===== src/hw/nes_cpu_pkg.sv =====
package nes_cpu_pkg;

    // Command opcodes
    localparam logic [2:0] CMD_LOAD_A  = 3'd0;
    localparam logic [2:0] CMD_LOAD_X  = 3'd1;
    localparam logic [2:0] CMD_STORE_A = 3'd2;
    localparam logic [2:0] CMD_STORE_X = 3'd3;
    localparam logic [2:0] CMD_PUSH_A  = 3'd4;
    localparam logic [2:0] CMD_PULL_A  = 3'd5;
    localparam logic [2:0] CMD_BRK     = 3'd6;

    // Address low byte sources
    localparam logic [2:0] ADDRLO_HOLD = 3'd0;
    localparam logic [2:0] ADDRLO_CMD  = 3'd1;
    localparam logic [2:0] ADDRLO_SP   = 3'd2;
    localparam logic [2:0] ADDRLO_FE   = 3'd3;
    localparam logic [2:0] ADDRLO_FF   = 3'd4;

    // Address high byte sources
    localparam logic [1:0] ADDRHI_HOLD  = 2'd0;
    localparam logic [1:0] ADDRHI_CMD   = 2'd1;
    localparam logic [1:0] ADDRHI_STACK = 2'd2;
    localparam logic [1:0] ADDRHI_FF    = 2'd3;
    localparam logic [7:0] STACK_PAGE   = 8'h01;

    localparam logic [2:0] WMEMSRC_A         = 3'd0;
    localparam logic [2:0] WMEMSRC_X         = 3'd1;
    localparam logic [2:0] WMEMSRC_PCHI      = 3'd2;
    localparam logic [2:0] WMEMSRC_PCLO      = 3'd3;
    localparam logic [2:0] WMEMSRC_STATUS_BS = 3'd4;

    localparam logic [2:0] REGDST_NONE = 3'd0;
    localparam logic [2:0] REGDST_A    = 3'd1;
    localparam logic [2:0] REGDST_X    = 3'd2;
    localparam logic [2:0] REGDST_PCLO = 3'd3;
    localparam logic [2:0] REGDST_PCHI = 3'd4;

    localparam logic [1:0] SPSTEP_NONE = 2'd0;
    localparam logic [1:0] SPSTEP_INC  = 2'd1;
    localparam logic [1:0] SPSTEP_DEC  = 2'd2;

    // Sequencer states
    localparam logic [1:0] SEQ_IDLE = 2'd0;
    localparam logic [1:0] SEQ_STEP = 2'd1;
    localparam logic [1:0] SEQ_RESP = 2'd2;

    localparam logic [7:0]  SP_RESET     = 8'hFD;
    localparam logic [15:0] PC_RESET     = 16'hC000;
    localparam logic [7:0]  STATUS_RESET = 8'h24;

    // NES memory map bounds one past each region end
    localparam logic [15:0] RAM_END = 16'h2000;
    localparam logic [15:0] PPU_END = 16'h4000;
    localparam logic [15:0] IO_END  = 16'h4020;

    typedef union packed {
        logic [7:0] raw;
        struct packed {
            logic n;
            logic v;
            logic unused;
            logic b;
            logic d;
            logic i;
            logic z;
            logic c;
        } flags;
    } status_t;

endpackage : nes_cpu_pkg


===== src/hw/cpu_interfaces.sv =====
`timescale 1ns/1ps

interface cpu_bus_if;
    logic [15:0] addr;
    logic        r_en;
    logic [7:0]  w_data;
    logic [7:0]  r_data;

    modport source  (output addr, output r_en, output w_data, input r_data);
    modport target  (input addr, input r_en, input w_data, output r_data);
    modport monitor (input r_data);
endinterface : cpu_bus_if

interface ucode_if;
    logic [2:0] addr_lo_src;
    logic [1:0] addr_hi_src;
    logic       mem_r_en;
    logic [2:0] wmem_src;
    logic [2:0] reg_dst;
    logic [1:0] sp_step;
    logic       set_i;
    logic       set_nz;

    modport controller (
        output addr_lo_src, output addr_hi_src, output mem_r_en, output wmem_src,
        output reg_dst, output sp_step, output set_i, output set_nz
    );
    modport datapath (input addr_lo_src, input addr_hi_src, input mem_r_en, input wmem_src);
    modport register (input reg_dst, input sp_step, input set_i, input set_nz);
endinterface : ucode_if


===== src/hw/mem_inputs.sv =====
`timescale 1ns/1ps

module mem_inputs
    import nes_cpu_pkg::*;
(
    input  logic        clock,
    input  logic        reset_n,
    input  logic [15:0] cmd_addr,
    input  logic [7:0]  a,
    input  logic [7:0]  x,
    input  logic [7:0]  sp,
    input  logic [15:0] pc,
    input  status_t     status,
    ucode_if.datapath   ucode,
    cpu_bus_if.source   bus
);

    logic [7:0] addr_lo;
    logic [7:0] addr_hi;
    logic [7:0] addr_lo_q;
    logic [7:0] addr_hi_q;
    status_t    status_bs;

    always_comb begin
        case (ucode.addr_lo_src)
            ADDRLO_CMD: addr_lo = cmd_addr[7:0];
            ADDRLO_SP:  addr_lo = sp;
            ADDRLO_FE:  addr_lo = 8'hFE;
            ADDRLO_FF:  addr_lo = 8'hFF;
            default:    addr_lo = addr_lo_q;
        endcase
    end

    always_comb begin
        case (ucode.addr_hi_src)
            ADDRHI_CMD:   addr_hi = cmd_addr[15:8];
            ADDRHI_STACK: addr_hi = STACK_PAGE;
            ADDRHI_FF:    addr_hi = 8'hFF;
            default:      addr_hi = addr_hi_q;
        endcase
    end

    // Last driven address, replayed by the HOLD codes
    always_ff @(posedge clock, negedge reset_n) begin
        if (!reset_n) begin
            addr_lo_q <= 8'h00;
            addr_hi_q <= 8'h00;
        end
        else begin
            addr_lo_q <= addr_lo;
            addr_hi_q <= addr_hi;
        end
    end

    assign bus.addr = {addr_hi, addr_lo};
    assign bus.r_en = ucode.mem_r_en;

    // Pushed status always has B and bit 5 set
    always_comb begin
        status_bs = status;
        status_bs.flags.b = 1'b1;
        status_bs.flags.unused = 1'b1;
    end

    always_comb begin
        case (ucode.wmem_src)
            WMEMSRC_A:         bus.w_data = a;
            WMEMSRC_X:         bus.w_data = x;
            WMEMSRC_PCHI:      bus.w_data = pc[15:8];
            WMEMSRC_PCLO:      bus.w_data = pc[7:0];
            WMEMSRC_STATUS_BS: bus.w_data = status_bs.raw;
            default:           bus.w_data = 8'h00;
        endcase
    end

endmodule : mem_inputs


===== src/flat_wrapper.sv =====
// flat-port wrapper written by rule: the top's interface ports become plain ports
module mem_inputs_flat import nes_cpu_pkg::*;
  (clock, reset_n, cmd_addr, a, x, sp, pc, status, ucode_addr_lo_src, ucode_addr_hi_src, ucode_mem_r_en, ucode_wmem_src, bus_addr, bus_r_en, bus_w_data, bus_r_data);
  ucode_if ucode_i ();
  cpu_bus_if bus_i ();
  input  logic clock;
  input  logic reset_n;
  input  logic [15:0] cmd_addr;
  input  logic [7:0] a;
  input  logic [7:0] x;
  input  logic [7:0] sp;
  input  logic [15:0] pc;
  input  status_t status;
  input wire logic [$bits(ucode_i.addr_lo_src)-1:0] ucode_addr_lo_src;
  input wire logic [$bits(ucode_i.addr_hi_src)-1:0] ucode_addr_hi_src;
  input wire logic [$bits(ucode_i.mem_r_en)-1:0] ucode_mem_r_en;
  input wire logic [$bits(ucode_i.wmem_src)-1:0] ucode_wmem_src;
  output wire logic [$bits(bus_i.addr)-1:0] bus_addr;
  output wire logic [$bits(bus_i.r_en)-1:0] bus_r_en;
  output wire logic [$bits(bus_i.w_data)-1:0] bus_w_data;
  input wire logic [$bits(bus_i.r_data)-1:0] bus_r_data;
  assign ucode_i.addr_lo_src = ucode_addr_lo_src;
  assign ucode_i.addr_hi_src = ucode_addr_hi_src;
  assign ucode_i.mem_r_en = ucode_mem_r_en;
  assign ucode_i.wmem_src = ucode_wmem_src;
  assign bus_addr = bus_i.addr;
  assign bus_r_en = bus_i.r_en;
  assign bus_w_data = bus_i.w_data;
  assign bus_i.r_data = bus_r_data;
  mem_inputs u_core (.clock(clock), .reset_n(reset_n), .cmd_addr(cmd_addr), .a(a), .x(x), .sp(sp), .pc(pc), .status(status), .ucode(ucode_i), .bus(bus_i));
endmodule

===== config.mk =====
export PLATFORM = sky130hd
export DESIGN_NAME = mem_inputs_flat
export DESIGN_NICKNAME = d
export VERILOG_FILES = /design/src/hw/nes_cpu_pkg.sv /design/src/hw/cpu_interfaces.sv /design/src/hw/mem_inputs.sv /design/src/flat_wrapper.sv
export SDC_FILE = /design/constraint.sdc
export NUM_CORES = 1
export LEC_CHECK = 0
export ABC_AREA = 1
export BUFFER_PORTS_ARGS = -buffer_cell sky130_fd_sc_hd__buf_4
export CAP_MARGIN = 20
export CORE_ASPECT_RATIO = 0.6
export CORE_UTILIZATION = 38
export DETAILED_ROUTE_END_ITERATION = 8
export GPL_ROUTABILITY_DRIVEN = 0
export PLACE_DENSITY = 0.76
export SYNTH_ARGS = -nofsm -noshare
export SYNTH_HDL_FRONTEND = slang
export SYNTH_SLANG_ARGS = --single-unit

===== constraint.sdc =====
create_clock -name clock -period 0.9 [get_ports clock]
set_input_delay 0.09 -clock clock [delete_from_list [all_inputs] [get_ports clock]]
set_output_delay 0.09 -clock clock [all_outputs]
set_load 0.05 [all_outputs]

==> flow_summary.rst, run 1 <==
.. list-table::
   :header-rows: 1

   * - Metric
     - Value
   * - Outcome
     - did not finish
   * - Stopping stage
     - 5_1_grt
   * - Error text reported by the tool
     - [ERROR GRT-0232] Routing congestion too high. Check the congestion heatmap in the GUI.
   * - Compound-cell area share of the yosys netlist
     - 0.0468
   * - Top-count cell post-synth
     - sky130_fd_sc_hd__nand2_1
   * - Average cell area after synthesis
     - 6.55 sq um
   * - Number of storage elements in the synthesis netlist
     - 16
   * - Largest net degree at the start of global routing
     - 17
   * - Cts bufs inserted
     - 3
   * - Net count of the mapped netlist
     - about 280
   * - Port Buffer Count
     - 95
   * - Pin type at the end of the worst path
     - primary output
   * - Area share of and/or/nand/nor cells after synthesis
     - 0.517
   * - Part of the Yosys area used for sequential elements
     - 0.312
   * - Post-synthesis cell type with the largest combined area
     - sky130_fd_sc_hd__dfrtp_1
   * - CTS Buffer Depth
     - 2
   * - Post-synthesis mux area share
     - 0
   * - Area share of the leading cell type in the synthesized netlist
     - 0.312
   * - Number of unique standard cell types used by synthesis
     - 18
   * - Adder-Cell Fraction of Synth Area
     - 0
   * - Height of the chip
     - about 47 um
   * - Global route total overflow
     - 57
   * - Sinks on Clock Net
     - 16
   * - Count of yosys warnings during synthesis
     - 0
   * - Root Driver
     - sky130_fd_sc_hd__clkbuf_8
   * - Detailed-placement wirelength estimate
     - around 3700 um
   * - Main synth FF type
     - sky130_fd_sc_hd__dfrtp_1
   * - GRT Resource Usage Total
     - 0.753
   * - Combinational family with the most area after synthesis
     - simple AND/OR/NAND/NOR gates
   * - Die boundary width
     - 77.0 um
   * - Worst setup endpoint GRT
     - bus_addr[2]
   * - Cell area after technology mapping
     - 1280 sq um
   * - Number of levels in the clock H-tree
     - 1
   * - Number of rows in the core area
     - 15
   * - EDFF count, synth
     - 0
   * - Most used standard cells in the synthesized netlist
     - sky130_fd_sc_hd__nand2_1, sky130_fd_sc_hd__nand4_1, sky130_fd_sc_hd__nor2_1
   * - Worst slack, placed
     - -248 ps
   * - XOR/XNOR Fraction of Synth Area
     - 0
   * - Cell types occupying the most area after synthesis
     - sky130_fd_sc_hd__dfrtp_1, sky130_fd_sc_hd__nand2_1, sky130_fd_sc_hd__nand4_1, sky130_fd_sc_hd__nor2_1, sky130_fd_sc_hd__nand3_1
   * - Initial Utilization
     - 0.422
   * - Post-synthesis async set-or-reset flop share
     - 1.00
   * - Io pins
     - 108
   * - Cells after Synth
     - 196
## per-stage QoR
step | hold WS [ps] | cell area, sq um | std cells | util
CTS | 135 | 2880 | 365 | 0.947
detailed placement | -36.9 | 2440 | 351 | 0.804
global placement | -39.8 | 2440 | 351 | 0.804
floorplan | -206 | 1560 | 196 | -
## what timing repair did
action                     in CTS
pin swaps                      26
hold buffers                    1
buffers inserted                9
setup endpoints to repair      24
cloned                          0
hold endpoints to repair       16
resized for setup              84
## cells by family after synthesis
kind of cell    count (synthesis)
simple gates                  138
buf+inv                        30
flops                          16
compound gates                 12
## layer usage
layer  global-route usage  overflow
met5               0.0250         0
met4                0.966        27
met3                0.579         0
met2                 1.01        29
met1                0.689         1
==> run 2: changes to the inputs <==
CORE_ASPECT_RATIO = not set   (was 0.6)
CORE_UTILIZATION = 30   (was 38)
PLACE_DENSITY = not set   (was 0.76)
PLACE_DENSITY_LB_ADDON = 0.15   (was not set)
==> flow_summary.rst, run 2 <==
.. list-table::
   :header-rows: 1

   * - Metric
     - Value
   * - Biggest regs
     - u_core.addr_hi_q x8, u_core.addr_lo_q x8
   * - Path class of the lowest-slack min-delay path
     - input pin to register
   * - Detailed-placement wirelength estimate
     - 3510 um (-4.9%)
   * - Hold-critical path depth
     - 3
   * - Die boundary width
     - 67.4 um (-12%)
   * - Initial antenna violation count
     - 0
   * - Port Buffer Count
     - 95 (unchanged)
   * - Height of the chip
     - 67.4 um (+43%)
   * - Cells after Synth
     - 196 (unchanged)
   * - Critical Path Source Type
     - input pin
   * - Worst-case hold path end point
     - u_core.addr_hi_q[0]
   * - Cell area after technology mapping
     - 1280 sq um (unchanged)
   * - Multi-input gate area in the final layout
     - between 1000 and 1500 sq um
   * - Root Driver
     - sky130_fd_sc_hd__clkbuf_8
   * - Number of storage elements in the synthesis netlist
     - 16 (unchanged)
   * - Family with the most delay on the worst path
     - simple AND/OR/NAND/NOR gates
   * - Setup repair after global routing missed its margin
     - yes
   * - Required @ worst endpoint
     - slightly above 800 ps
   * - Slowest stage cell, crit path
     - sky130_fd_sc_hd__nor2_4
   * - Nets@finish
     - 408
   * - Number of max-slew violations in the final report
     - 0
   * - Number of rows in the core area
     - 23 (+8)
   * - CTS Buffer Depth
     - 2 (unchanged)
   * - Buffers and inverters on the worst path
     - 3
   * - Smallest hold slack
     - 108 ps
   * - Transition time at the pin with the least slew margin
     - roughly 300 ps
   * - Failing checks
     - setup timing
   * - Worst ir drop on vdd
     - around 1300 uV
   * - MaxCap Viol Count
     - 0
   * - Register-to-register path setup slack
     - 20 ps
   * - Placeable core area
     - 4060 sq um
   * - Most frequent standard cell in the layout excluding fill and tap cells
     - sky130_fd_sc_hd__buf_4
   * - DRC errors left
     - 0
   * - Worst relative slew slack
     - 0.803
   * - Main synth FF type
     - sky130_fd_sc_hd__dfrtp_1
   * - Average cell area after synthesis
     - 6.55 sq um (unchanged)
   * - Sinks on Clock Net
     - 16 (unchanged)
   * - Worst slack, placed
     - -244 ps (+4.18 ps)
   * - Highest Clock Rate
     - 932 MHz
   * - Clock period minus final worst setup slack
     - 1070 ps
   * - # fillers
     - 322
   * - Top-count cell post-synth
     - sky130_fd_sc_hd__nand2_1
   * - Leakage power
     - 0.00151 uW
   * - Peak per-stage delay on the critical path
     - 240 ps
   * - Outcome
     - complete, but fails checks
   * - Kind of critical path
     - input pin to output pin
   * - Hold violation total from the final report
     - 0
   * - Launch instance of the worst min-delay path
     - cmd_addr[8]
   * - Worst setup margin
     - -173 ps
   * - Via count of the routed design
     - 1787
   * - Count of yosys warnings during synthesis
     - 0 (unchanged)
   * - Global route total overflow
     - 0
   * - Final setup violation count
     - 24
   * - Part of the Yosys area used for sequential elements
     - 0.312 (unchanged)
   * - RR Startpoint
     - u_core.addr_lo_q[0]
   * - Logic depth of the worst path, buffers included
     - 8
   * - Area growth syn-to-layout
     - 131%
   * - Clock skew after layout
     - 0 ps
   * - Die Outline Area
     - 4540 sq um
   * - Detailed-routing iteration count for the pre-antenna-repair pass
     - 4
   * - Largest net degree at the start of global routing
     - 17
   * - Initial Utilization
     - 0.316 (-0.106)
   * - Cell types occupying the most area after synthesis
     - sky130_fd_sc_hd__dfrtp_1, sky130_fd_sc_hd__nand2_1, sky130_fd_sc_hd__nand4_1, sky130_fd_sc_hd__nor2_1, sky130_fd_sc_hd__nand3_1
   * - Via count of the first global-routing pass
     - 1618
   * - Io pins
     - 108 (unchanged)
   * - Number of unique standard cell types used by synthesis
     - 18 (unchanged)
   * - Post-Route WL
     - slightly below 5000 um
   * - Area share of the leading cell type in the synthesized netlist
     - 0.312 (unchanged)
   * - CTS tree
     - yes
   * - Final period util
     - 1.19
   * - Number of antenna cells inserted
     - 0
   * - Commonest non-fill, non-tap cells in the layout
     - sky130_fd_sc_hd__buf_4, sky130_fd_sc_hd__nand2_1, sky130_fd_sc_hd__nand4_1
   * - EDFF count, synth
     - 0 (unchanged)
   * - Crit Reg-Reg Endpoint
     - u_core.addr_lo_q[0]
   * - ANT nets after route
     - 0
   * - Detail-routed net length per standard cell
     - 12.9 um
   * - Starting DRT DRC Count
     - 60
   * - Number of levels in the clock H-tree
     - 1 (unchanged)
   * - Post-synthesis cell type with the largest combined area
     - sky130_fd_sc_hd__dfrtp_1
   * - GRT Resource Usage Total
     - 0.211
   * - Most used standard cells in the synthesized netlist
     - sky130_fd_sc_hd__nand2_1, sky130_fd_sc_hd__nand4_1, sky130_fd_sc_hd__nor2_1
   * - Wire length of the first global-routing pass
     - 7220 um
   * - Sequential standard cell area
     - 400 sq um
   * - Post-synthesis async set-or-reset flop share
     - 1.00 (unchanged)
   * - Critical Path Fanout Max
     - 8
   * - Clock edge transition at the registers on the reported setup and hold paths
     - 50 ps
   * - Net count of the mapped netlist
     - 279 (unchanged)
   * - P per Cell Area
     - 1150 nW/um^2
   * - Cts bufs inserted
     - 3 (unchanged)
   * - Number of cells on the worst reg-to-reg path
     - 4
   * - Clock insertion delay at the later pin of the skew report
     - 240 ps
   * - Ratio of cells with drive above 1 in the final layout
     - 0.650
   * - Crit path DAT
     - 980 ps
   * - Via-to-Cell Ratio
     - 4.79
   * - Post-route core utilization
     - 0.730
   * - Chain of cells forming the critical path
     - buf_8 > nor2_4 > buf_4 > nand3_2 > nand2_1 > nor2_2 > nand2_2 > buf_8
   * - Most common cell type on the critical path
     - sky130_fd_sc_hd__buf_8
   * - Endpoint class of the critical path
     - output pin
run 2: worst min-delay path, delay by kind of cell:
kind            cells  cell delay, ps
simple gates        1              80
buf+inv             1              80
compound gates      1              60
run 2: cell type report:
type                    count  area share
inverters                  20      0.0321
multi-input cells         150       0.353
flip-flops and latches     16       0.135
well taps                  50      0.0211
clock buffers               3      0.0139
repair buffers            134       0.444
run 2: how the worst max path moves through the flow:
stage / startpoint / to
after floorplan: ucode_wmem_src[1] / bus_w_data[2]
after global placement: ucode_addr_lo_src[2] / bus_addr[3]
after detailed placement: ucode_addr_lo_src[2] / bus_addr[0]
after CTS: ucode_wmem_src[1] / bus_w_data[1]
after global routing: ucode_wmem_src[0] / bus_w_data[6]
final: ucode_wmem_src[0] / bus_w_data[6]
run 2: timing repair:
item / 4_1_cts / 5_1_grt
hold endpoints to repair: 16 / 0
setup buffers: 10 / 5
setup endpoints to repair: 24 / 25
resized for setup: 71 / 27
cloned: 0 / 0
hold buffers: 1 / 0
pin swaps: 40 / 17
run 2: power breakdown:
group          total [uW]  switching, uW  internal [uW]
sequential            856           47.2            809
clock                 519            222            296
combinational        2040           1080            960
run 2: metrics by stage:
step | total power (uW) | setup TNS, ps | instances | cell area (sq um)
after detailed placement | 2440 | -4250 | 354 | 2420
after global routing | 3580 | -4320 | 373 | 2960
after global placement | 2440 | -4070 | 354 | 2420
final | 3410 | -3120 | 373 | 2960
after floorplan | 1860 | -187 | 196 | 1560
after CTS | 3300 | -2890 | 368 | 2820
run 2: kinds of logic (layout without fill, tap and decap cells):
| logic type | after synthesis | after routing | synth area share |
|---|---|---|---|
| flip-flops | 16 | 16 | 0.312 |
| AND/OR/NAND/NOR | 138 | 138 | 0.517 |
| AO/OA/AOI/OAI | 12 | 12 | 0.0468 |
| buffers and inverters | 30 | 157 | 0.125 |
run 2: routing by layer:
metal | share of wire | GRT usage | vias to the layer above
li1 | - | - | 900
met1 | 0.41 | 0.263 | 800
met2 | 0.51 | 0.370 | 78
met3 | 0.065 | 0.0287 | 9
met4 | 0.014 | 0.0691 | 0
met5 | 0 | 0 | -
Power figures use the tool's default switching activity.
==> run 3: changes to the inputs <==
clock period = 1.1 ns   (was 0.9 ns; I/O delays follow)
==> flow_summary.rst, run 3 (same netlist as run 2, synthesis figures left out) <==
.. list-table::
   :header-rows: 1

   * - Metric
     - Value
   * - Outcome
     - finished, final reports clean
   * - Leakage power
     - 0.00129 uW (-15%)
   * - Chain of cells forming the critical path
     - buf_4 > inv_4 > nand3_4 > nand2_8 > nor2_8 > nand2_1 > nand2_2 > buf_8
   * - CTS Buffer Depth
     - 2 (unchanged)
   * - Setup TNS after final layout
     - 0 ps (+3120 ps)
   * - Post-Route WL
     - 3900 um (-19%)
   * - Largest net degree at the start of global routing
     - 17 (unchanged)
   * - Biggest regs
     - u_core.addr_hi_q x8, u_core.addr_lo_q x8
   * - Transition time at the pin with the least slew margin
     - 198 ps (-93.5 ps)
   * - Net switching fraction of the power
     - 0.386 (-0.00882)
   * - Number of rows in the core area
     - 23 (unchanged)
   * - Die Outline Area
     - 4540 sq um (unchanged)
   * - CTS tree
     - yes
   * - Multi-input gate area in the final layout
     - 812 sq um (-22%)
   * - Endpoint class of the critical path
     - output pin
   * - Most frequent standard cell in the layout excluding fill and tap cells
     - sky130_fd_sc_hd__buf_4
   * - Final setup violation count
     - 0 (-100%)
   * - Post-route core utilization
     - 0.587 (-0.143)
   * - Family with the most delay on the worst path
     - simple AND/OR/NAND/NOR gates
   * - Net switching power
     - 953 uW (-29%)
   * - Kind of critical path
     - input pin to output pin
   * - Detailed-routing iteration count for the pre-antenna-repair pass
     - 4 (unchanged)
   * - Commonest non-fill, non-tap cells in the layout
     - sky130_fd_sc_hd__buf_4, sky130_fd_sc_hd__nand2_1, sky130_fd_sc_hd__nand4_1
   * - Via count of the routed design
     - 1670 (-6.5%)
   * - Number of antenna cells inserted
     - 0 (unchanged)
   * - Via count of the first global-routing pass
     - 1422 (-12%)
   * - Worst relative slew slack
     - 0.866 (+0.0630)
   * - Cts bufs inserted
     - 3 (unchanged)
   * - Required @ worst endpoint
     - 990 ps (+180 ps)
   * - Setup repair after global routing missed its margin
     - yes
   * - Sinks on Clock Net
     - 16 (unchanged)
   * - Number of levels in the clock H-tree
     - 1 (unchanged)
   * - Worst ir drop on vdd
     - 448 uV (-67%)
   * - Number of max-slew violations in the final report
     - 0 (unchanged)
   * - Initial Utilization
     - 0.316 (unchanged)
   * - Root Driver
     - sky130_fd_sc_hd__clkbuf_8
   * - Clock power frac
     - 0.203 (+0.051)
   * - Share of total power in combinational logic
     - 0.520 (-0.077)
   * - Via-to-Cell Ratio
     - 4.72 (-1.5%)
   * - Initial antenna violation count
     - 0 (unchanged)
   * - Worst setup margin
     - 30.9 ps (+204 ps)
   * - Global route total overflow
     - 0 (unchanged)
   * - Sequential standard cell area
     - 400 sq um (unchanged)
   * - Worst slack, placed
     - -17.6 ps (+226 ps)
   * - Die boundary width
     - 67.4 um (unchanged)
   * - Detail-routed net length per standard cell
     - 11.0 um (-15%)
   * - Clock period minus final worst setup slack
     - roughly 1100 ps
   * - Placeable core area
     - 4060 sq um (unchanged)
   * - Peak per-stage delay on the critical path
     - 160 ps (-80 ps)
   * - Sequential group share of total power
     - 0.277 (+0.026)
   * - # fillers
     - 396 (+23%)
   * - Clock skew after layout
     - 0 ps (unchanged)
   * - Starting DRT DRC Count
     - 45 (-25%)
   * - Ratio of cells with drive above 1 in the final layout
     - 0.510 (-0.140)
   * - Path class of the lowest-slack min-delay path
     - input pin to register
   * - Smallest hold slack
     - 114 ps (+6.32 ps)
   * - Hold violation total from the final report
     - 0 (unchanged)
   * - MaxCap Viol Count
     - 0 (unchanged)
   * - Clock edge transition at the registers on the reported setup and hold paths
     - 60 ps (about the same)
   * - Critical Path Source Type
     - input pin
   * - Slowest stage cell, crit path
     - sky130_fd_sc_hd__nor2_8
   * - Setup fix buffers added after clock tree synthesis
     - 0 (-10)
   * - Final Total Pwr
     - 2470 uW (-28%)
   * - P per Cell Area
     - 1040 nW/um^2 (-10%)
   * - Crit path DAT
     - 960 ps (-20 ps)
   * - GRT Resource Usage Total
     - 0.169 (-0.0415)
   * - Critical Path Fanout Max
     - 8 (unchanged)
   * - Clock insertion delay at the later pin of the skew report
     - 240 ps (about the same)
   * - Io pins
     - 108 (unchanged)
   * - Detailed-placement wirelength estimate
     - 3250 um (-7.5%)
   * - Final period util
     - 0.972
   * - Port Buffer Count
     - 95 (unchanged)
   * - DRC errors left
     - 0 (unchanged)
   * - ANT nets after route
     - 0 (unchanged)
   * - Height of the chip
     - 67.4 um (unchanged)
   * - Cell internal pwr
     - 1510 uW (-27%)
   * - Nets@finish
     - 388 (-4.9%)
   * - Area growth syn-to-layout
     - 85.6%
   * - Buffers and inverters on the worst path
     - 3 (unchanged)
   * - Wire length of the first global-routing pass
     - 5910 um (-18%)
   * - Highest Clock Rate
     - between 900 and 1000 MHz
==> run 3: cell types whose count changed in the layout (fill, tap and decap cells not counted), sizes merged <==
cell	change
buf	-20
clkbuf	+1
==> run 3: per-stage QoR <==
stage	std cells	area [sq um]
3_3_place_gp	349	2160
3_5_place_dp	349	2160
5_1_grt	354	2380
2_1_floorplan	196	1320
4_1_cts	354	2250
6_report	354	2380
==> run 3: path summary, 6_finish.rpt <==
| path | slack, ps | start | cells past startpoint | endpoint |
|---|---|---|---|---|
| min in group asynchronous | 260 | reset_n | 2 | u_core.addr_lo_q[3] |
| min | 110 | cmd_addr[8] | 3 | u_core.addr_hi_q[0] |
| max in group asynchronous | 660 | reset_n | 2 | u_core.addr_hi_q[4] |
| min reg2reg | 480 | u_core.addr_hi_q[4] | 2 | u_core.addr_hi_q[4] |
| max reg2reg | 460 | u_core.addr_lo_q[4] | 2 | u_core.addr_lo_q[4] |
| max | 30 | ucode_addr_lo_src[0] | 8 | bus_addr[0] |
==> run 3: repair_timing <==
action	CTS	global route
hold endpoints to repair	16	0
endpoints found under the setup margin	6	17
hold buffers	1	0
gates resized for setup	6	34
pin swaps	0	6
==> run 3: worst min-delay path: stages <==
cell,delay [ps]
sky130_fd_sc_hd__buf_4,80
sky130_fd_sc_hd__a21oi_1,60
sky130_fd_sc_hd__nand2_1,80
==> run 3: power groups by stage <==
stage / clock network (uW) / logic (uW) / registers, uW
after floorplan: 0 / 697 / 685
after global placement: 0 / 1140 / 688
after detailed placement: 0 / 1150 / 691
after CTS: 520 / 1180 / 680
after global routing: 558 / 1360 / 691
final: 502 / 1280 / 683
==> run 3: routing by layer <==
| layer | share of wire | up-vias | global-route usage | wire length [um] |
|---|---|---|---|---|
| met5 | 0 | - | 0 | 0 |
| met4 | 0.0067 | 0 | 0.0532 | 26 |
| met3 | 0.062 | 4 | 0.0338 | 243 |
| met2 | 0.49 | 61 | 0.298 | 1930 |
| met1 | 0.44 | 738 | 0.205 | 1700 |
| li1 | - | 867 | - | - |
==> run 3: area by class of cell <==
class | count | area share
clock buffers | 4 | 0.0231
inverters | 20 | 0.0368
multi-input cells | 150 | 0.341
flip-flops and latches | 16 | 0.168
well taps | 50 | 0.0263
repair buffers | 114 | 0.405
