--- src/hw/nes_cpu_pkg.sv ---
package nes_cpu_pkg;

    // Command opcodes
    localparam logic [2:0] CMD_LOAD_A  = 3'd0;
    localparam logic [2:0] CMD_LOAD_X  = 3'd1;
    localparam logic [2:0] CMD_STORE_A = 3'd2;
    localparam logic [2:0] CMD_STORE_X = 3'd3;
    localparam logic [2:0] CMD_PUSH_A  = 3'd4;
    localparam logic [2:0] CMD_PULL_A  = 3'd5;
    localparam logic [2:0] CMD_BRK     = 3'd6;

    // Address low byte sources
    localparam logic [2:0] ADDRLO_HOLD = 3'd0;
    localparam logic [2:0] ADDRLO_CMD  = 3'd1;
    localparam logic [2:0] ADDRLO_SP   = 3'd2;
    localparam logic [2:0] ADDRLO_FE   = 3'd3;
    localparam logic [2:0] ADDRLO_FF   = 3'd4;

    // Address high byte sources
    localparam logic [1:0] ADDRHI_HOLD  = 2'd0;
    localparam logic [1:0] ADDRHI_CMD   = 2'd1;
    localparam logic [1:0] ADDRHI_STACK = 2'd2;
    localparam logic [1:0] ADDRHI_FF    = 2'd3;
    localparam logic [7:0] STACK_PAGE   = 8'h01;

    localparam logic [2:0] WMEMSRC_A         = 3'd0;
    localparam logic [2:0] WMEMSRC_X         = 3'd1;
    localparam logic [2:0] WMEMSRC_PCHI      = 3'd2;
    localparam logic [2:0] WMEMSRC_PCLO      = 3'd3;
    localparam logic [2:0] WMEMSRC_STATUS_BS = 3'd4;

    localparam logic [2:0] REGDST_NONE = 3'd0;
    localparam logic [2:0] REGDST_A    = 3'd1;
    localparam logic [2:0] REGDST_X    = 3'd2;
    localparam logic [2:0] REGDST_PCLO = 3'd3;
    localparam logic [2:0] REGDST_PCHI = 3'd4;

    localparam logic [1:0] SPSTEP_NONE = 2'd0;
    localparam logic [1:0] SPSTEP_INC  = 2'd1;
    localparam logic [1:0] SPSTEP_DEC  = 2'd2;

    // Sequencer states
    localparam logic [1:0] SEQ_IDLE = 2'd0;
    localparam logic [1:0] SEQ_STEP = 2'd1;
    localparam logic [1:0] SEQ_RESP = 2'd2;

    localparam logic [7:0]  SP_RESET     = 8'hFD;
    localparam logic [15:0] PC_RESET     = 16'hC000;
    localparam logic [7:0]  STATUS_RESET = 8'h24;

    // NES memory map bounds one past each region end
    localparam logic [15:0] RAM_END = 16'h2000;
    localparam logic [15:0] PPU_END = 16'h4000;
    localparam logic [15:0] IO_END  = 16'h4020;

    typedef union packed {
        logic [7:0] raw;
        struct packed {
            logic n;
            logic v;
            logic unused;
            logic b;
            logic d;
            logic i;
            logic z;
            logic c;
        } flags;
    } status_t;

endpackage : nes_cpu_pkg

--- src/hw/cpu_interfaces.sv ---


interface ucode_if;
    logic [2:0] addr_lo_src;
    logic [1:0] addr_hi_src;
    logic       mem_r_en;
    logic [2:0] wmem_src;
    logic [2:0] reg_dst;
    logic [1:0] sp_step;
    logic       set_i;
    logic       set_nz;

    modport controller (
        output addr_lo_src, output addr_hi_src, output mem_r_en, output wmem_src,
        output reg_dst, output sp_step, output set_i, output set_nz
    );
    modport datapath (input addr_lo_src, input addr_hi_src, input mem_r_en, input wmem_src);
    modport register (input reg_dst, input sp_step, input set_i, input set_nz);
endinterface : ucode_if

--- src/hw/ucode_sequencer.sv ---
`timescale 1ns/1ps

module ucode_sequencer
    import nes_cpu_pkg::*;
(
    input  logic         clock,
    input  logic         reset_n,
    input  logic         cmd_valid,
    output logic         cmd_ready,
    input  logic [2:0]   cmd_op,
    input  logic [15:0]  cmd_addr,
    output logic         rsp_valid,
    input  logic         rsp_ready,
    output logic [15:0]  rsp_data,
    input  logic [7:0]   r_data,
    input  logic [15:0]  pc,
    ucode_if.controller  ucode,
    output logic [15:0]  cmd_addr_q
);

    logic [1:0] state_q;
    logic [2:0] op_q;
    logic [2:0] step_q;
    logic       last_step;
    logic       capture;
    logic       capture_pc;

    assign cmd_ready = (state_q == SEQ_IDLE);
    assign rsp_valid = (state_q == SEQ_RESP);

    // Micro-op word for the current command and step
    always_comb begin
        ucode.addr_lo_src = ADDRLO_HOLD;
        ucode.addr_hi_src = ADDRHI_HOLD;
        ucode.mem_r_en    = 1'b1;
        ucode.wmem_src    = WMEMSRC_A;
        ucode.reg_dst     = REGDST_NONE;
        ucode.sp_step     = SPSTEP_NONE;
        ucode.set_i       = 1'b0;
        ucode.set_nz      = 1'b0;
        last_step  = 1'b0;
        capture    = 1'b0;
        capture_pc = 1'b0;
        if (state_q == SEQ_STEP) begin
            case (op_q)
                CMD_LOAD_A, CMD_LOAD_X: begin
                    if (step_q == 3'd0) begin
                        ucode.addr_lo_src = ADDRLO_CMD;
                        ucode.addr_hi_src = ADDRHI_CMD;
                    end
                    else begin
                        ucode.reg_dst = (op_q == CMD_LOAD_A) ? REGDST_A : REGDST_X;
                        ucode.set_nz  = 1'b1;
                        capture   = 1'b1;
                        last_step = 1'b1;
                    end
                end
                CMD_STORE_A, CMD_STORE_X: begin
                    ucode.addr_lo_src = ADDRLO_CMD;
                    ucode.addr_hi_src = ADDRHI_CMD;
                    ucode.mem_r_en    = 1'b0;
                    ucode.wmem_src    = (op_q == CMD_STORE_A) ? WMEMSRC_A : WMEMSRC_X;
                    last_step = 1'b1;
                end
                CMD_PUSH_A: begin
                    ucode.addr_lo_src = ADDRLO_SP;
                    ucode.addr_hi_src = ADDRHI_STACK;
                    ucode.mem_r_en    = 1'b0;
                    ucode.sp_step     = SPSTEP_DEC;
                    last_step = 1'b1;
                end
                CMD_PULL_A: begin
                    case (step_q)
                        3'd0: ucode.sp_step = SPSTEP_INC;
                        3'd1: begin
                            ucode.addr_lo_src = ADDRLO_SP;
                            ucode.addr_hi_src = ADDRHI_STACK;
                        end
                        default: begin
                            ucode.reg_dst = REGDST_A;
                            ucode.set_nz  = 1'b1;
                            capture   = 1'b1;
                            last_step = 1'b1;
                        end
                    endcase
                end
                CMD_BRK: begin
                    case (step_q)
                        3'd0, 3'd1, 3'd2: begin
                            ucode.addr_lo_src = ADDRLO_SP;
                            ucode.addr_hi_src = ADDRHI_STACK;
                            ucode.mem_r_en    = 1'b0;
                            ucode.sp_step     = SPSTEP_DEC;
                            if (step_q == 3'd0) begin
                                ucode.wmem_src = WMEMSRC_PCHI;
                            end
                            else if (step_q == 3'd1) begin
                                ucode.wmem_src = WMEMSRC_PCLO;
                            end
                            else begin
                                ucode.wmem_src = WMEMSRC_STATUS_BS;
                                ucode.set_i    = 1'b1;
                            end
                        end
                        3'd3: begin
                            ucode.addr_lo_src = ADDRLO_FE;
                            ucode.addr_hi_src = ADDRHI_FF;
                        end
                        3'd4: begin
                            ucode.addr_lo_src = ADDRLO_FF;
                            ucode.reg_dst     = REGDST_PCLO;
                        end
                        3'd5: ucode.reg_dst = REGDST_PCHI;
                        default: begin
                            // PC is settled one cycle after the high byte lands
                            capture    = 1'b1;
                            capture_pc = 1'b1;
                            last_step  = 1'b1;
                        end
                    endcase
                end
                default: last_step = 1'b1;
            endcase
        end
    end

    always_ff @(posedge clock, negedge reset_n) begin
        if (!reset_n) begin
            state_q <= SEQ_IDLE;
            op_q    <= CMD_LOAD_A;
            step_q  <= 3'd0;
        end
        else begin
            case (state_q)
                SEQ_IDLE: begin
                    if (cmd_valid) begin
                        op_q    <= cmd_op;
                        step_q  <= 3'd0;
                        state_q <= SEQ_STEP;
                    end
                end
                SEQ_STEP: begin
                    if (last_step) begin
                        state_q <= capture ? SEQ_RESP : SEQ_IDLE;
                    end
                    else begin
                        step_q <= step_q + 3'd1;
                    end
                end
                SEQ_RESP: begin
                    if (rsp_ready) begin
                        state_q <= SEQ_IDLE;
                    end
                end
                default: state_q <= SEQ_IDLE;
            endcase
        end
    end

    always_ff @(posedge clock) begin
        if (cmd_valid && cmd_ready) begin
            cmd_addr_q <= cmd_addr;
        end
        if ((state_q == SEQ_STEP) && capture) begin
            rsp_data <= capture_pc ? pc : {8'h00, r_data};
        end
    end

endmodule : ucode_sequencer

--- src/flat_wrapper.sv ---
// flat-port wrapper written by rule: the top's interface ports become plain ports
module ucode_sequencer_flat import nes_cpu_pkg::*;
  (clock, reset_n, cmd_valid, cmd_ready, cmd_op, cmd_addr, rsp_valid, rsp_ready, rsp_data, r_data, pc, cmd_addr_q, ucode_addr_lo_src, ucode_addr_hi_src, ucode_mem_r_en, ucode_wmem_src, ucode_reg_dst, ucode_sp_step, ucode_set_i, ucode_set_nz);
  ucode_if ucode_i ();
  input  logic clock;
  input  logic reset_n;
  input  logic cmd_valid;
  output logic cmd_ready;
  input  logic [2:0] cmd_op;
  input  logic [15:0] cmd_addr;
  output logic rsp_valid;
  input  logic rsp_ready;
  output logic [15:0] rsp_data;
  input  logic [7:0] r_data;
  input  logic [15:0] pc;
  output logic [15:0] cmd_addr_q;
  output wire logic [$bits(ucode_i.addr_lo_src)-1:0] ucode_addr_lo_src;
  output wire logic [$bits(ucode_i.addr_hi_src)-1:0] ucode_addr_hi_src;
  output wire logic [$bits(ucode_i.mem_r_en)-1:0] ucode_mem_r_en;
  output wire logic [$bits(ucode_i.wmem_src)-1:0] ucode_wmem_src;
  output wire logic [$bits(ucode_i.reg_dst)-1:0] ucode_reg_dst;
  output wire logic [$bits(ucode_i.sp_step)-1:0] ucode_sp_step;
  output wire logic [$bits(ucode_i.set_i)-1:0] ucode_set_i;
  output wire logic [$bits(ucode_i.set_nz)-1:0] ucode_set_nz;
  assign ucode_addr_lo_src = ucode_i.addr_lo_src;
  assign ucode_addr_hi_src = ucode_i.addr_hi_src;
  assign ucode_mem_r_en = ucode_i.mem_r_en;
  assign ucode_wmem_src = ucode_i.wmem_src;
  assign ucode_reg_dst = ucode_i.reg_dst;
  assign ucode_sp_step = ucode_i.sp_step;
  assign ucode_set_i = ucode_i.set_i;
  assign ucode_set_nz = ucode_i.set_nz;
  ucode_sequencer u_core (.clock(clock), .reset_n(reset_n), .cmd_valid(cmd_valid), .cmd_ready(cmd_ready), .cmd_op(cmd_op), .cmd_addr(cmd_addr), .rsp_valid(rsp_valid), .rsp_ready(rsp_ready), .rsp_data(rsp_data), .r_data(r_data), .pc(pc), .ucode(ucode_i), .cmd_addr_q(cmd_addr_q));
endmodule
--- config.mk ---
export PLATFORM = sky130hd
export DESIGN_NAME = ucode_sequencer_flat
export DESIGN_NICKNAME = d
export VERILOG_FILES = /design/src/hw/nes_cpu_pkg.sv /design/src/hw/cpu_interfaces.sv /design/src/hw/ucode_sequencer.sv /design/src/flat_wrapper.sv
export SDC_FILE = /design/constraint.sdc
export NUM_CORES = 1
export LEC_CHECK = 0
export BUFFER_PORTS_ARGS = -buffer_cell sky130_fd_sc_hd__buf_2
export CORE_ASPECT_RATIO = 1.2
export CORE_MARGIN = 2
export CORE_UTILIZATION = 47
export CTS_BUF_LIST = sky130_fd_sc_hd__clkbuf_8
export DETAILED_ROUTE_END_ITERATION = 7
export GPL_ROUTABILITY_DRIVEN = 0
export PLACE_DENSITY = 0.86
export SYNTH_ARGS = -nofsm -noshare
export SYNTH_HDL_FRONTEND = slang
export SYNTH_SLANG_ARGS = --single-unit
export TNS_END_PERCENT = 20
--- constraint.sdc ---
create_clock -name clock -period 2.9 [get_ports clock]
set_input_delay 0.145 -clock clock [delete_from_list [all_inputs] [get_ports clock]]
set_output_delay 0.145 -clock clock [all_outputs]
set_load 0.01 [all_outputs]
**Yosys cells after proc, flatten, opt, wreduce, memory -nomap -nowiden**

Cells that the tools add are included.

- Add/subtract/negate cells: 1
- Eq/ne operators: 17
- Muxes and demuxes: 53
- Reductions and logical operators: 15

Operators with widths:

| operator | count |
|---|---|
| $mux W3 | 9 |
| $mux W2 | 10 |
| $mux W1 | 19 |
| $pmux W3 S2 | 3 |
| $pmux W3 S3 | 2 |
| $eq A3 B3 Y1 const B | 5 |
| $pmux W3 S5 | 1 |
| $eq A3 B2 Y1 const B | 4 |
| $pmux W2 S3 | 2 |
| $pmux W2 S5 | 1 |
| $mux W8 | 1 |
| $eq A3 B1 Y1 const B | 2 |
| $logic_not A3 Y1 | 2 |
| $pmux W1 S3 | 2 |
| $reduce_and A3 Y1 | 2 |
| $reduce_or A2 Y1 | 3 |
| $reduce_or A3 Y1 | 2 |
| $reduce_or A6 Y1 | 1 |
| $ne A2 B1 Y1 const B | 2 |
| $ne A2 B2 Y1 const B | 2 |
| $pmux W1 S2 | 2 |
| $pmux W2 S2 | 1 |
| $add A3 B1 Y3 const B | 1 |
| $eq A2 B1 Y1 const B | 1 |
| other kinds (5) | 6 |

- Register bits after elaboration: 40
- Output and inout bits: 50
- Logic and storage cells: 92

**Logic depth before layout (Yosys ltp)**

Gate-level depths: netlist (run 1).

- Depth in word-level cells: 8
- Gate-level depth with buffers: 7
- Depth with buffers taken out: 6

**Least setup slack after synthesis (run 1)**

Ideal clock, no wire load.

- Path type: flip-flop to flip-flop
- Start point: register u_core.step_q[0]
- End point: register u_core.rsp_data[0] (enable)
- Library setup time: 388 ps
- Arrival time: 2060 ps
- Data required time: 2512 ps
- Setup slack: 451 ps
- Stages on the path, launching flop included: 7
- Buffers on the path: 0
- Period minus slack after synthesis: 2449 ps
- Path through: dfrtp_1 inv_1 ha_1 nor4b_2 a31oi_4 o21a_1 nor2_1

- Longest elaborated chain between the ends: 6
- Elaborated cells between the ends (all ways): 14

Ends and longest elaborated chain:

| element | line | RTL |
|---|---|---|
| from (decl) | ucode_sequencer.sv:23 | `logic [2:0] step_q;` |
| from (signal assigned) | ucode_sequencer.sv:147 | `step_q <= step_q + 3'd1;` |
| $eq A3 B2 Y1 (tied with other cells) | ucode_sequencer.sv:88 | `case (step_q)` |
| $reduce_or A6 Y1 (no line) / $reduce_or A2 Y1 (equally long branches) | - |  |
| $mux W1 (on tied branches) | ucode_sequencer.sv:88, ucode_sequencer.sv:73 |  |
| $pmux W1 S3 (*) | ucode_sequencer.sv:45 | `case (op_q)` |
| $mux W1 (*) | ucode_sequencer.sv:44 | `if (state_q == SEQ_STEP) begin` |
| $logic_and A1 B1 Y1 (*) | ucode_sequencer.sv:164 | `if ((state_q == SEQ_STEP) && capture) begin` |
| to (signal assigned) | ucode_sequencer.sv:165 | `rsp_data <= capture_pc ? pc : {8'h00, r_data};` |
| to (decl) | ucode_sequencer.sv:14 | `output logic [15:0] rsp_data,` |

Mark *: on every way between the ends. The rest lies on a longest branch, timed or not.
A chain may end at the register's enable or synchronous reset.

**Final worst setup path (run 1)**

- Start point: register u_core.step_q[0]
- End point: register u_core.rsp_data[6], data pin

- Longest elaborated chain between the ends: 6
- Elaborated cells between the ends (all ways): 11

Ends and longest elaborated chain:

| element | line |
|---|---|
| $eq A3 B2 Y1 (tied with other cells) | ucode_sequencer.sv:88 |
| $reduce_or A6 Y1 (no line) (*) | - |
| $mux W1 (*) | ucode_sequencer.sv:88 |
| $mux W1 (*) | ucode_sequencer.sv:45 |
| $mux W1 (*) | ucode_sequencer.sv:44 |
| $mux W8 (*) | ucode_sequencer.sv:165 |

Marks and branches as above.

==> metrics, run 1 <==
Starting Density 49.26%; Placed Instances 306; initial drt markers 50; VDD IR max 0.5249 mV; syn_nets 212; dpl cell area 2490 µm²; CP Max Fanout 16; initial antenna violation count 0; Yosys reg bits 40; postcts setup bufs 0; Critical Path AT 2.28 ns; startpoint types register; Layout Utilization 65.73%; # IOs 97; Worst-Skew Late Latency 0.28 ns; ant diodes 0; biggest cell delay along the critical path 0.44 ns; Setup Crit Path Kind register to register; Final min period 2.256 ns; top-count cell post-synth edfxtp_1; die height 74.69 µm; Final Cycle Share 77.78%; setup TNS 0 ns; ys async rst share 20.00%; worst min-delay path class input pin to register; pre-CTS WS 0.6290 ns; final setup margin 0.6443 ns; # setup viols final 0; Die W 62.91 µm; max_slew headroom 58.69%; nets@finish 312; count of standard-cell rows 25; Worst-path clk slew 0.08 ns; syn avg cell area 12.23 µm²; sequential-to-total area share from yosys stat 59.34%; clock power share 19.7%; Core Region 3973 µm²; CTS tree built; Seq pwr share 38.0%; WL/cell 12.91 µm; crit path cell chain inv_1 -> ha_1 -> nor4b_2 -> a31oi_4 -> nor2_4 -> mux2_2; Logic pwr share 42.3%; Yosys cell types 41; Congestion Overflow GR 0; Power Dens Cells 837.5 nW/µm²; PortBufs 96; number of routed nets with antenna violations 0; Cell Int Power 1.373 mW; Root Driver clkbuf_8; worst-case clock skew 0.005950 ns; final std cells w/o fill 315; list of most frequent post-synthesis cells edfxtp_1, nand2_1, a21oi_1, inv_1; area leader, netlist edfxtp_1; vias in the first global route 1,577; share of the synthesized area in the top cell type 49.10%; drt drc 0; Vias/cell 4.984; Mapped Area 1957 µm²; leakage 1.152 nW; largest net degree at the start of global routing 19; Syn. warnings 0; Fin. Hold Viols 0; Top FF cell, synth edfxtp_1; DP HPWL 3211 µm; Pwr Total 2.187 mW; DR pass1 iterations 4; number of synthesized flops with an enable pin 32; Syn Inst Count 160; outcome completed; clk sink count 40; Pins Over Slew Limit 0; total CTS buffers 5; area grow syn2layout 33.44%; clock buffer depth 2; sw frac 37.22%; H-tree Lvls 2; All-Layer GR Usage 18.28%; WP data required 2.93 ns; total die area 4698 µm²; Post-Route WL 4066 µm; Hold WS 0.03599 ns; RSZ-0062 raised after global routing false; share of cells above drive strength 1 46.74%; final instance area 2611 µm²; synth top area cells edfxtp_1, dfrtp_1, mux2_2, ha_1, nand2_1; switching pwr 0.8139 mW; crit path capture type register; vias 1,570; Fmax 0.4433 GHz; slew at the pin closest to its max-slew limit 0.6190 ns; first-pass GRT wire length 6589 µm; max cap viols 0; CP max stage cell dfrtp_1
-- cells in the final DEF (no fill, tap or decap), types with 2 or more instances in the layout --
cell type,n
buf_4,3
o211ai_1,2
nor4_1,3
ha_1,5
o21ai_0,6
dfrtp_1,8
nor2_1,8
mux2i_1,3
nor3_1,5
nor2b_1,3
nand3_1,4
nand2_1,14
nand2b_1,5
buf_2,96
mux2_2,7
mux2_4,2
a21oi_1,9
inv_1,9
edfxtp_1,32
and2_1,8
clkbuf_8,5
-- flip-flops by register name, indices dropped and copies added, names as in the netlist --
name               count
u_core.cmd_addr_q     16
u_core.op_q            3
u_core.state_q         2
u_core.step_q          3
u_core.rsp_data       16
-- per-layer routing --
| layer | track usage, % | vias to the layer above | wire length [µm] |
|---|---|---|---|
| li1 | - | 779 | - |
| met4 | 6.173 | 0 | 44 |
| met1 | 20.42 | 699 | 1630 |
| met5 | 0 | - | 0 |
| met2 | 32.86 | 86 | 2050 |
| met3 | 6.577 | 6 | 340 |
-- worst paths after layout --
check / slack [ns] / to / start / cells after the start
worst max-delay path: 0.64 / u_core.rsp_data[6] / u_core.step_q[0] / 6
worst min-delay path: 0.04 / u_core.cmd_addr_q[11] / cmd_addr[11] / 1
worst max register to register: 0.64 / u_core.rsp_data[6] / u_core.step_q[0] / 6
worst min register to register: 0.61 / u_core.step_q[1] / u_core.step_q[1] / 2
max in group asynchronous: 2.49 / u_core.op_q[1] / reset_n / 2
min in group asynchronous: 0.23 / u_core.step_q[1] / reset_n / 2
-- power groups by stage --
stage,sequential (mW),clock [mW],combinational [mW]
finish,0.832,0.431,0.924
global route,0.846,0.478,1.02
CTS,0.832,0.445,0.921
detailed placement,0.843,0,0.919
global placement,0.840,0,0.904
floorplan,0.855,0,0.608
-- critical path, delay by kind of cell, from the launching register on --
| family | cells | cell delay [ns] |
|---|---|---|
| AND/OR/NAND/NOR | 2 | 0.73 |
| flip-flops | 1 | 0.44 |
| multiplexers | 1 | 0.39 |
| adder cells (fa/ha/maj) | 1 | 0.26 |
| buffers and inverters | 1 | 0.11 |
| AO/OA/AOI/OAI | 1 | 0.08 |
-- area by class of cell --
class / count / area (µm²)
multi-input combinational: 104 / 724.4
clock buffer: 5 / 68.82
tap: 54 / 67.56
sequential: 40 / 1161
fill: 333 / 1361
inverter: 9 / 33.78
clock inverter: 3 / 42.54
timing repair buffer: 100 / 513.0
-- kinds of logic after synthesis --
family                     synth area share (%)
and+or+nand+nor                           16.50
DFF                                       59.33
AOI/OAI and AO/OA                         9.783
buffers and inverters                     3.644
muxes                                     7.098
adders and majority gates                 3.197
xor gates and xnor gates                 0.4477
-- timing repair --
action,4_1_cts,5_1_grt
endpoints found under the setup margin,0,0
hold buffers,1,0
hold endpoints to repair,8,0
gates resized for setup,0,0
No activity file was read; power rests on OpenSTA's default activity.
==> run 2: changes to the inputs <==
==> constraint.sdc (replaced) <==
create_clock -name clock -period 2.19 [get_ports clock]
set_input_delay 0.1095 -clock clock [delete_from_list [all_inputs] [get_ports clock]]
set_output_delay 0.1095 -clock clock [all_outputs]
set_load 0.01 [all_outputs]
==> metrics, run 2 (synthesized netlist as in run 1, its figures left out) <==
Reg area 1161 µm²; reg2reg start u_core.step_q[1]; Fmax 0.4775 GHz; Min-Delay Endpoint u_core.op_q[2]; VDD IR max 0.7377 mV; first-pass GRT wire length 7058 µm; Post-Route WL 4539 µm; worst-case clock skew 0.008342 ns; H-tree Lvls 2; CP Max Fanout 16; final instance area 2809 µm²; Multi-input gate area 740.7 µm²; Worst Reg2Reg Path Length in Cells 5; clock buffer depth 2; count of standard-cell rows 25; vias 1,671; FF-to-FF setup slack 0.1 ns; PortBufs 96; CTS tree built; crit path capture type register; slew at the pin closest to its max-slew limit 0.6332 ns; hold depth 2; Worst-path clk slew 0.07 ns; CP max stage cell dfrtp_1; DR pass1 iterations 5; worst min-delay path class input pin to register; drt drc 0; Fin. Hold Viols 0; # IOs 97; Final Cycle Share 95.63%; Congestion Overflow GR 0; die height 74.69 µm; area grow syn2layout 43.54%; dpl cell area 2512 µm²; Hold Startpoint cmd_op[2]; vias in the first global route 1,593; ant diodes 0; Setup Crit Path Kind register to register; CP bufs+invs 0; leakage 1.225 nW; Final min period 2.094 ns; Root Driver clkbuf_8; largest net degree at the start of global routing 19; WL/cell 13.59 µm; Pins Over Slew Limit 0; Vias/cell 5.003; Worst-Skew Late Latency 0.28 ns; share of cells above drive strength 1 45.36%; Pwr Total 2.903 mW; total die area 4698 µm²; Starting Density 49.26%; max cap viols 0; Power Dens Cells 1034 nW/µm²; crit path cell chain ha_1 -> nor4b_4 -> a31oi_4 -> nor2_4 -> mux2_2; Die W 62.91 µm; initial antenna violation count 0; commonest non-fill, non-tap cells in the layout buf_2, edfxtp_1, dlygate4sd3_1; clk sink count 40; number of routed nets with antenna violations 0; WP data required 2.22 ns; biggest cell delay along the critical path 0.44 ns; max_slew headroom 57.74%; Core Region 3973 µm²; initial drt markers 82; All-Layer GR Usage 20.08%; nets@finish 331; crit-path leading delay family simple AND/OR/NAND/NOR gates; # setup viols final 0; Critical Path AT 2.13 ns; Top Registers u_core.cmd_addr_q (16), u_core.rsp_data (16); total CTS buffers 5; most common cell after layout, fill and taps aside buf_2; outcome completed; startpoint types register; FILL cells 305; R2R Path End u_core.rsp_data[2]; DP HPWL 3255 µm
[run 2: changes by cell type in the layout (fill, tap and decap cells not counted)]
cell,delta
nor2_1,-1
clkinv_1,-1
clkbuf_8,+1
clkinvlp_4,+2
dlygate4sd3_1,+16
nor2_4,+1
buf_4,+2
nor4b_4,+1
clkinv_4,-1
buf_12,+1
nor4b_2,-1
bufinv_16,-1
[run 2: worst max-delay path by stage]
stage	from	end	cells past startpoint
after floorplan	u_core.step_q[0]	u_core.rsp_data[3]	7
after global routing	u_core.step_q[1]	u_core.rsp_data[2]	5
after global placement	u_core.step_q[1]	u_core.rsp_data[1]	5
final	u_core.step_q[1]	u_core.rsp_data[2]	5
after CTS	u_core.step_q[1]	u_core.rsp_data[2]	5
after detailed placement	u_core.step_q[1]	u_core.rsp_data[2]	5
[run 2: metal layers]
metal | routed length (µm) | global-route usage (%)
met1 | 1658 | 21.25
met2 | 2495 | 38.77
met3 | 260 | 3.737
met4 | 124 | 9.877
met5 | 0 | 0
[run 2: layout make-up]
cell class	instances	share of cell area, %
clock buffers	6	2.940
clock inverters	2	0.5345
inverters	9	1.203
multi-input cells	104	26.37
flip-flops and latches	40	41.34
well taps	54	2.405
repair buffers	119	25.21
[run 2: timing repair]
item,4_1_cts,5_1_grt
endpoints found under the setup margin,0,24
endpoints found under the hold margin,24,0
hold buffers,17,0
resized for setup,0,1
setup buffers,0,1
[run 2: power breakdown]
group	switching (mW)	internal (mW)	total, mW
logic	0.759	0.531	1.29
registers	0.111	1.00	1.11
clock network	0.244	0.255	0.499
[run 2: worst reg2reg max path, cell delays in order (launching register included)]
cell and delay (ns):
dfrtp_1 0.44, ha_1 0.27, nor4b_4 0.34, a31oi_4 0.09, nor2_4 0.33, mux2_2 0.38
[run 2: through the flow]
| stage | std cells | TNS (ns) | setup WS (ns) | util, % | hold slack (ns) |
|---|---|---|---|---|---|
| floorplan | 160 | 0 | 0.1530 | - | -0.1861 |
| global placement | 308 | 0 | 0.1207 | 63.24 | -0.04190 |
| detailed placement | 308 | 0 | 0.06392 | 63.24 | -0.03762 |
| CTS | 333 | 0 | 0.04792 | 69.98 | 0.04507 |
| global route | 334 | -0.07505 | -0.02443 | 70.71 | 0.04397 |
| finish | 334 | 0 | 0.09569 | 70.71 | 0.05407 |
==> run 3: changes to the inputs <==
--- a/config.mk
+++ b/config.mk
@@ -12,6 +12,7 @@
 export CTS_BUF_LIST = sky130_fd_sc_hd__clkbuf_8
 export DETAILED_ROUTE_END_ITERATION = 7
 export GPL_ROUTABILITY_DRIVEN = 0
+export HOLD_SLACK_MARGIN = 0.1
 export PLACE_DENSITY = 0.86
 export SYNTH_ARGS = -nofsm -noshare
 export SYNTH_HDL_FRONTEND = slang
==> metrics, run 3 (synthesized netlist as in run 1, its figures left out) <==
outcome completed; nets@finish 339; Final min period 2.106 ns; Layout Utilization 72.72%; total die area 4698 µm²; Post-Route WL 4846 µm; H-tree Lvls 2; vias 1,721; slew at the pin closest to its max-slew limit 0.6294 ns; first-pass GRT wire length 7362 µm; drt drc 0; Pins Over Slew Limit 0; worst min-delay path class input pin to register; WP depth 5; hold depth 2; Critical Path AT 2.14 ns; CP Max Fanout 16; Worst-path clk slew 0.08 ns; Vias/cell 5.032; CP max stage cell dfrtp_1; vias in the first global route 1,637; final instance area 2889 µm²; All-Layer GR Usage 21.05%; final std cells w/o fill 342; DP HPWL 3255 µm; Reg area 1161 µm²; max cap viols 0; Core Region 3973 µm²; FF-to-FF setup slack 0.08 ns; setup TNS 0 ns; biggest cell delay along the critical path 0.44 ns; count of standard-cell rows 25; Final Cycle Share 96.16%; area grow syn2layout 47.63%; number of routed nets with antenna violations 0; Worst Reg2Reg Path Length in Cells 5; Power Dens Cells 1015 nW/µm²; crit path capture type register; CTS tree built; VDD IR max 0.7428 mV; clock buffer depth 2; commonest non-fill, non-tap cells in the layout buf_2, edfxtp_1, dlygate4sd3_1; WL/cell 14.17 µm; leakage 1.254 nW; Fin. Hold Viols 0; Congestion Overflow GR 0; Starting Density 49.26%; crit-path leading delay family simple AND/OR/NAND/NOR gates; dpl cell area 2512 µm²; largest net degree at the start of global routing 19; Placed Instances 308; CP bufs+invs 0; die height 74.69 µm; PortBufs 96; total CTS buffers 5; # IOs 97; Root Driver clkbuf_8; Top Registers u_core.cmd_addr_q (16), u_core.rsp_data (16); initial antenna violation count 0; initial drt markers 106; share of cells above drive strength 1 44.10%; clk sink count 40; most common cell after layout, fill and taps aside buf_2; crit path cell chain ha_1 -> nor4b_4 -> a31oi_4 -> nor2_4 -> mux2_2; Worst-Skew Late Latency 0.28 ns; FILL cells 289; Fmax 0.4749 GHz; max_slew headroom 58.00%; DR pass1 iterations 4; Multi-input gate area 740.7 µm²; ant diodes 0; startpoint types register; WP data required 2.22 ns; Setup Crit Path Kind register to register; worst-case clock skew 0.007580 ns; # setup viols final 0; Die W 62.91 µm
[run 3: changes by cell type in the layout (fill, tap and decap cells not counted)]
cell	delta
dlygate4sd3_1	+8
[run 3: worst register-to-register path, delay by kind of cell, from the launching register on]
family	cells	cell delay (ns)
fa+ha+maj	1	0.27
mux	1	0.38
compound gates	1	0.09
simple gates	2	0.68
flops	1	0.44
[run 3: path summary, 6_finish.rpt]
| kind | endpoint | start |
|---|---|---|
| setup reg to reg | u_core.rsp_data[2] | u_core.step_q[1] |
| max in group asynchronous | u_core.op_q[0] | reset_n |
| hold reg to reg | u_core.step_q[0] | u_core.step_q[0] |
| min in group asynchronous | u_core.step_q[1] | reset_n |
| hold / removal | u_core.rsp_data[15] | pc[15] |
| setup / recovery | u_core.rsp_data[2] | u_core.step_q[1] |
[run 3: power breakdown]
part | internal, mW | switching [mW] | leakage, nW
clock | 0.255 | 0.244 | 0.0434
sequential | 1.00 | 0.112 | 0.389
combinational | 0.546 | 0.772 | 0.822
total | 1.80 | 1.13 | 1.25
[run 3: per-layer routing]
metal / vias to the layer above / wire, µm / global-route usage (%)
li1: 833 / - / -
met1: 794 / 1751 / 21.89
met2: 81 / 2674 / 40.07
met3: 13 / 274 / 4.185
met4: 0 / 146 / 12.10
met5: - / 0 / 0
[run 3: area by class of cell]
| class | instances | share of cell area [%] |
|---|---|---|
| Timing Repair Buffer | 127 | 27.28 |
| Inverter | 9 | 1.169 |
| Tap cell | 54 | 2.339 |
| Multi-Input combinational cell | 104 | 25.64 |
| Clock buffer | 6 | 2.858 |
| Clock inverter | 2 | 0.5197 |
| Sequential cell | 40 | 40.19 |
[run 3: metrics by stage]
step / hold WS (ns) / power [mW] / setup slack, ns
4_1_cts: 0.1004 / 2.898 / 0.04792
2_1_floorplan: -0.1861 / 1.950 / 0.1530
5_1_grt: 0.1064 / 3.117 / -0.01703
3_5_place_dp: -0.03762 / 2.359 / 0.06392
3_3_place_gp: -0.04190 / 2.343 / 0.1207
6_report: 0.1043 / 2.932 / 0.08413
[run 3: what timing repair did]
action | CTS | global route
setup endpoints to repair | 0 | 24
hold endpoints to repair | 30 | 0
setup buffers | 0 | 1
gates resized for setup | 0 | 1
hold buffers | 25 | 0
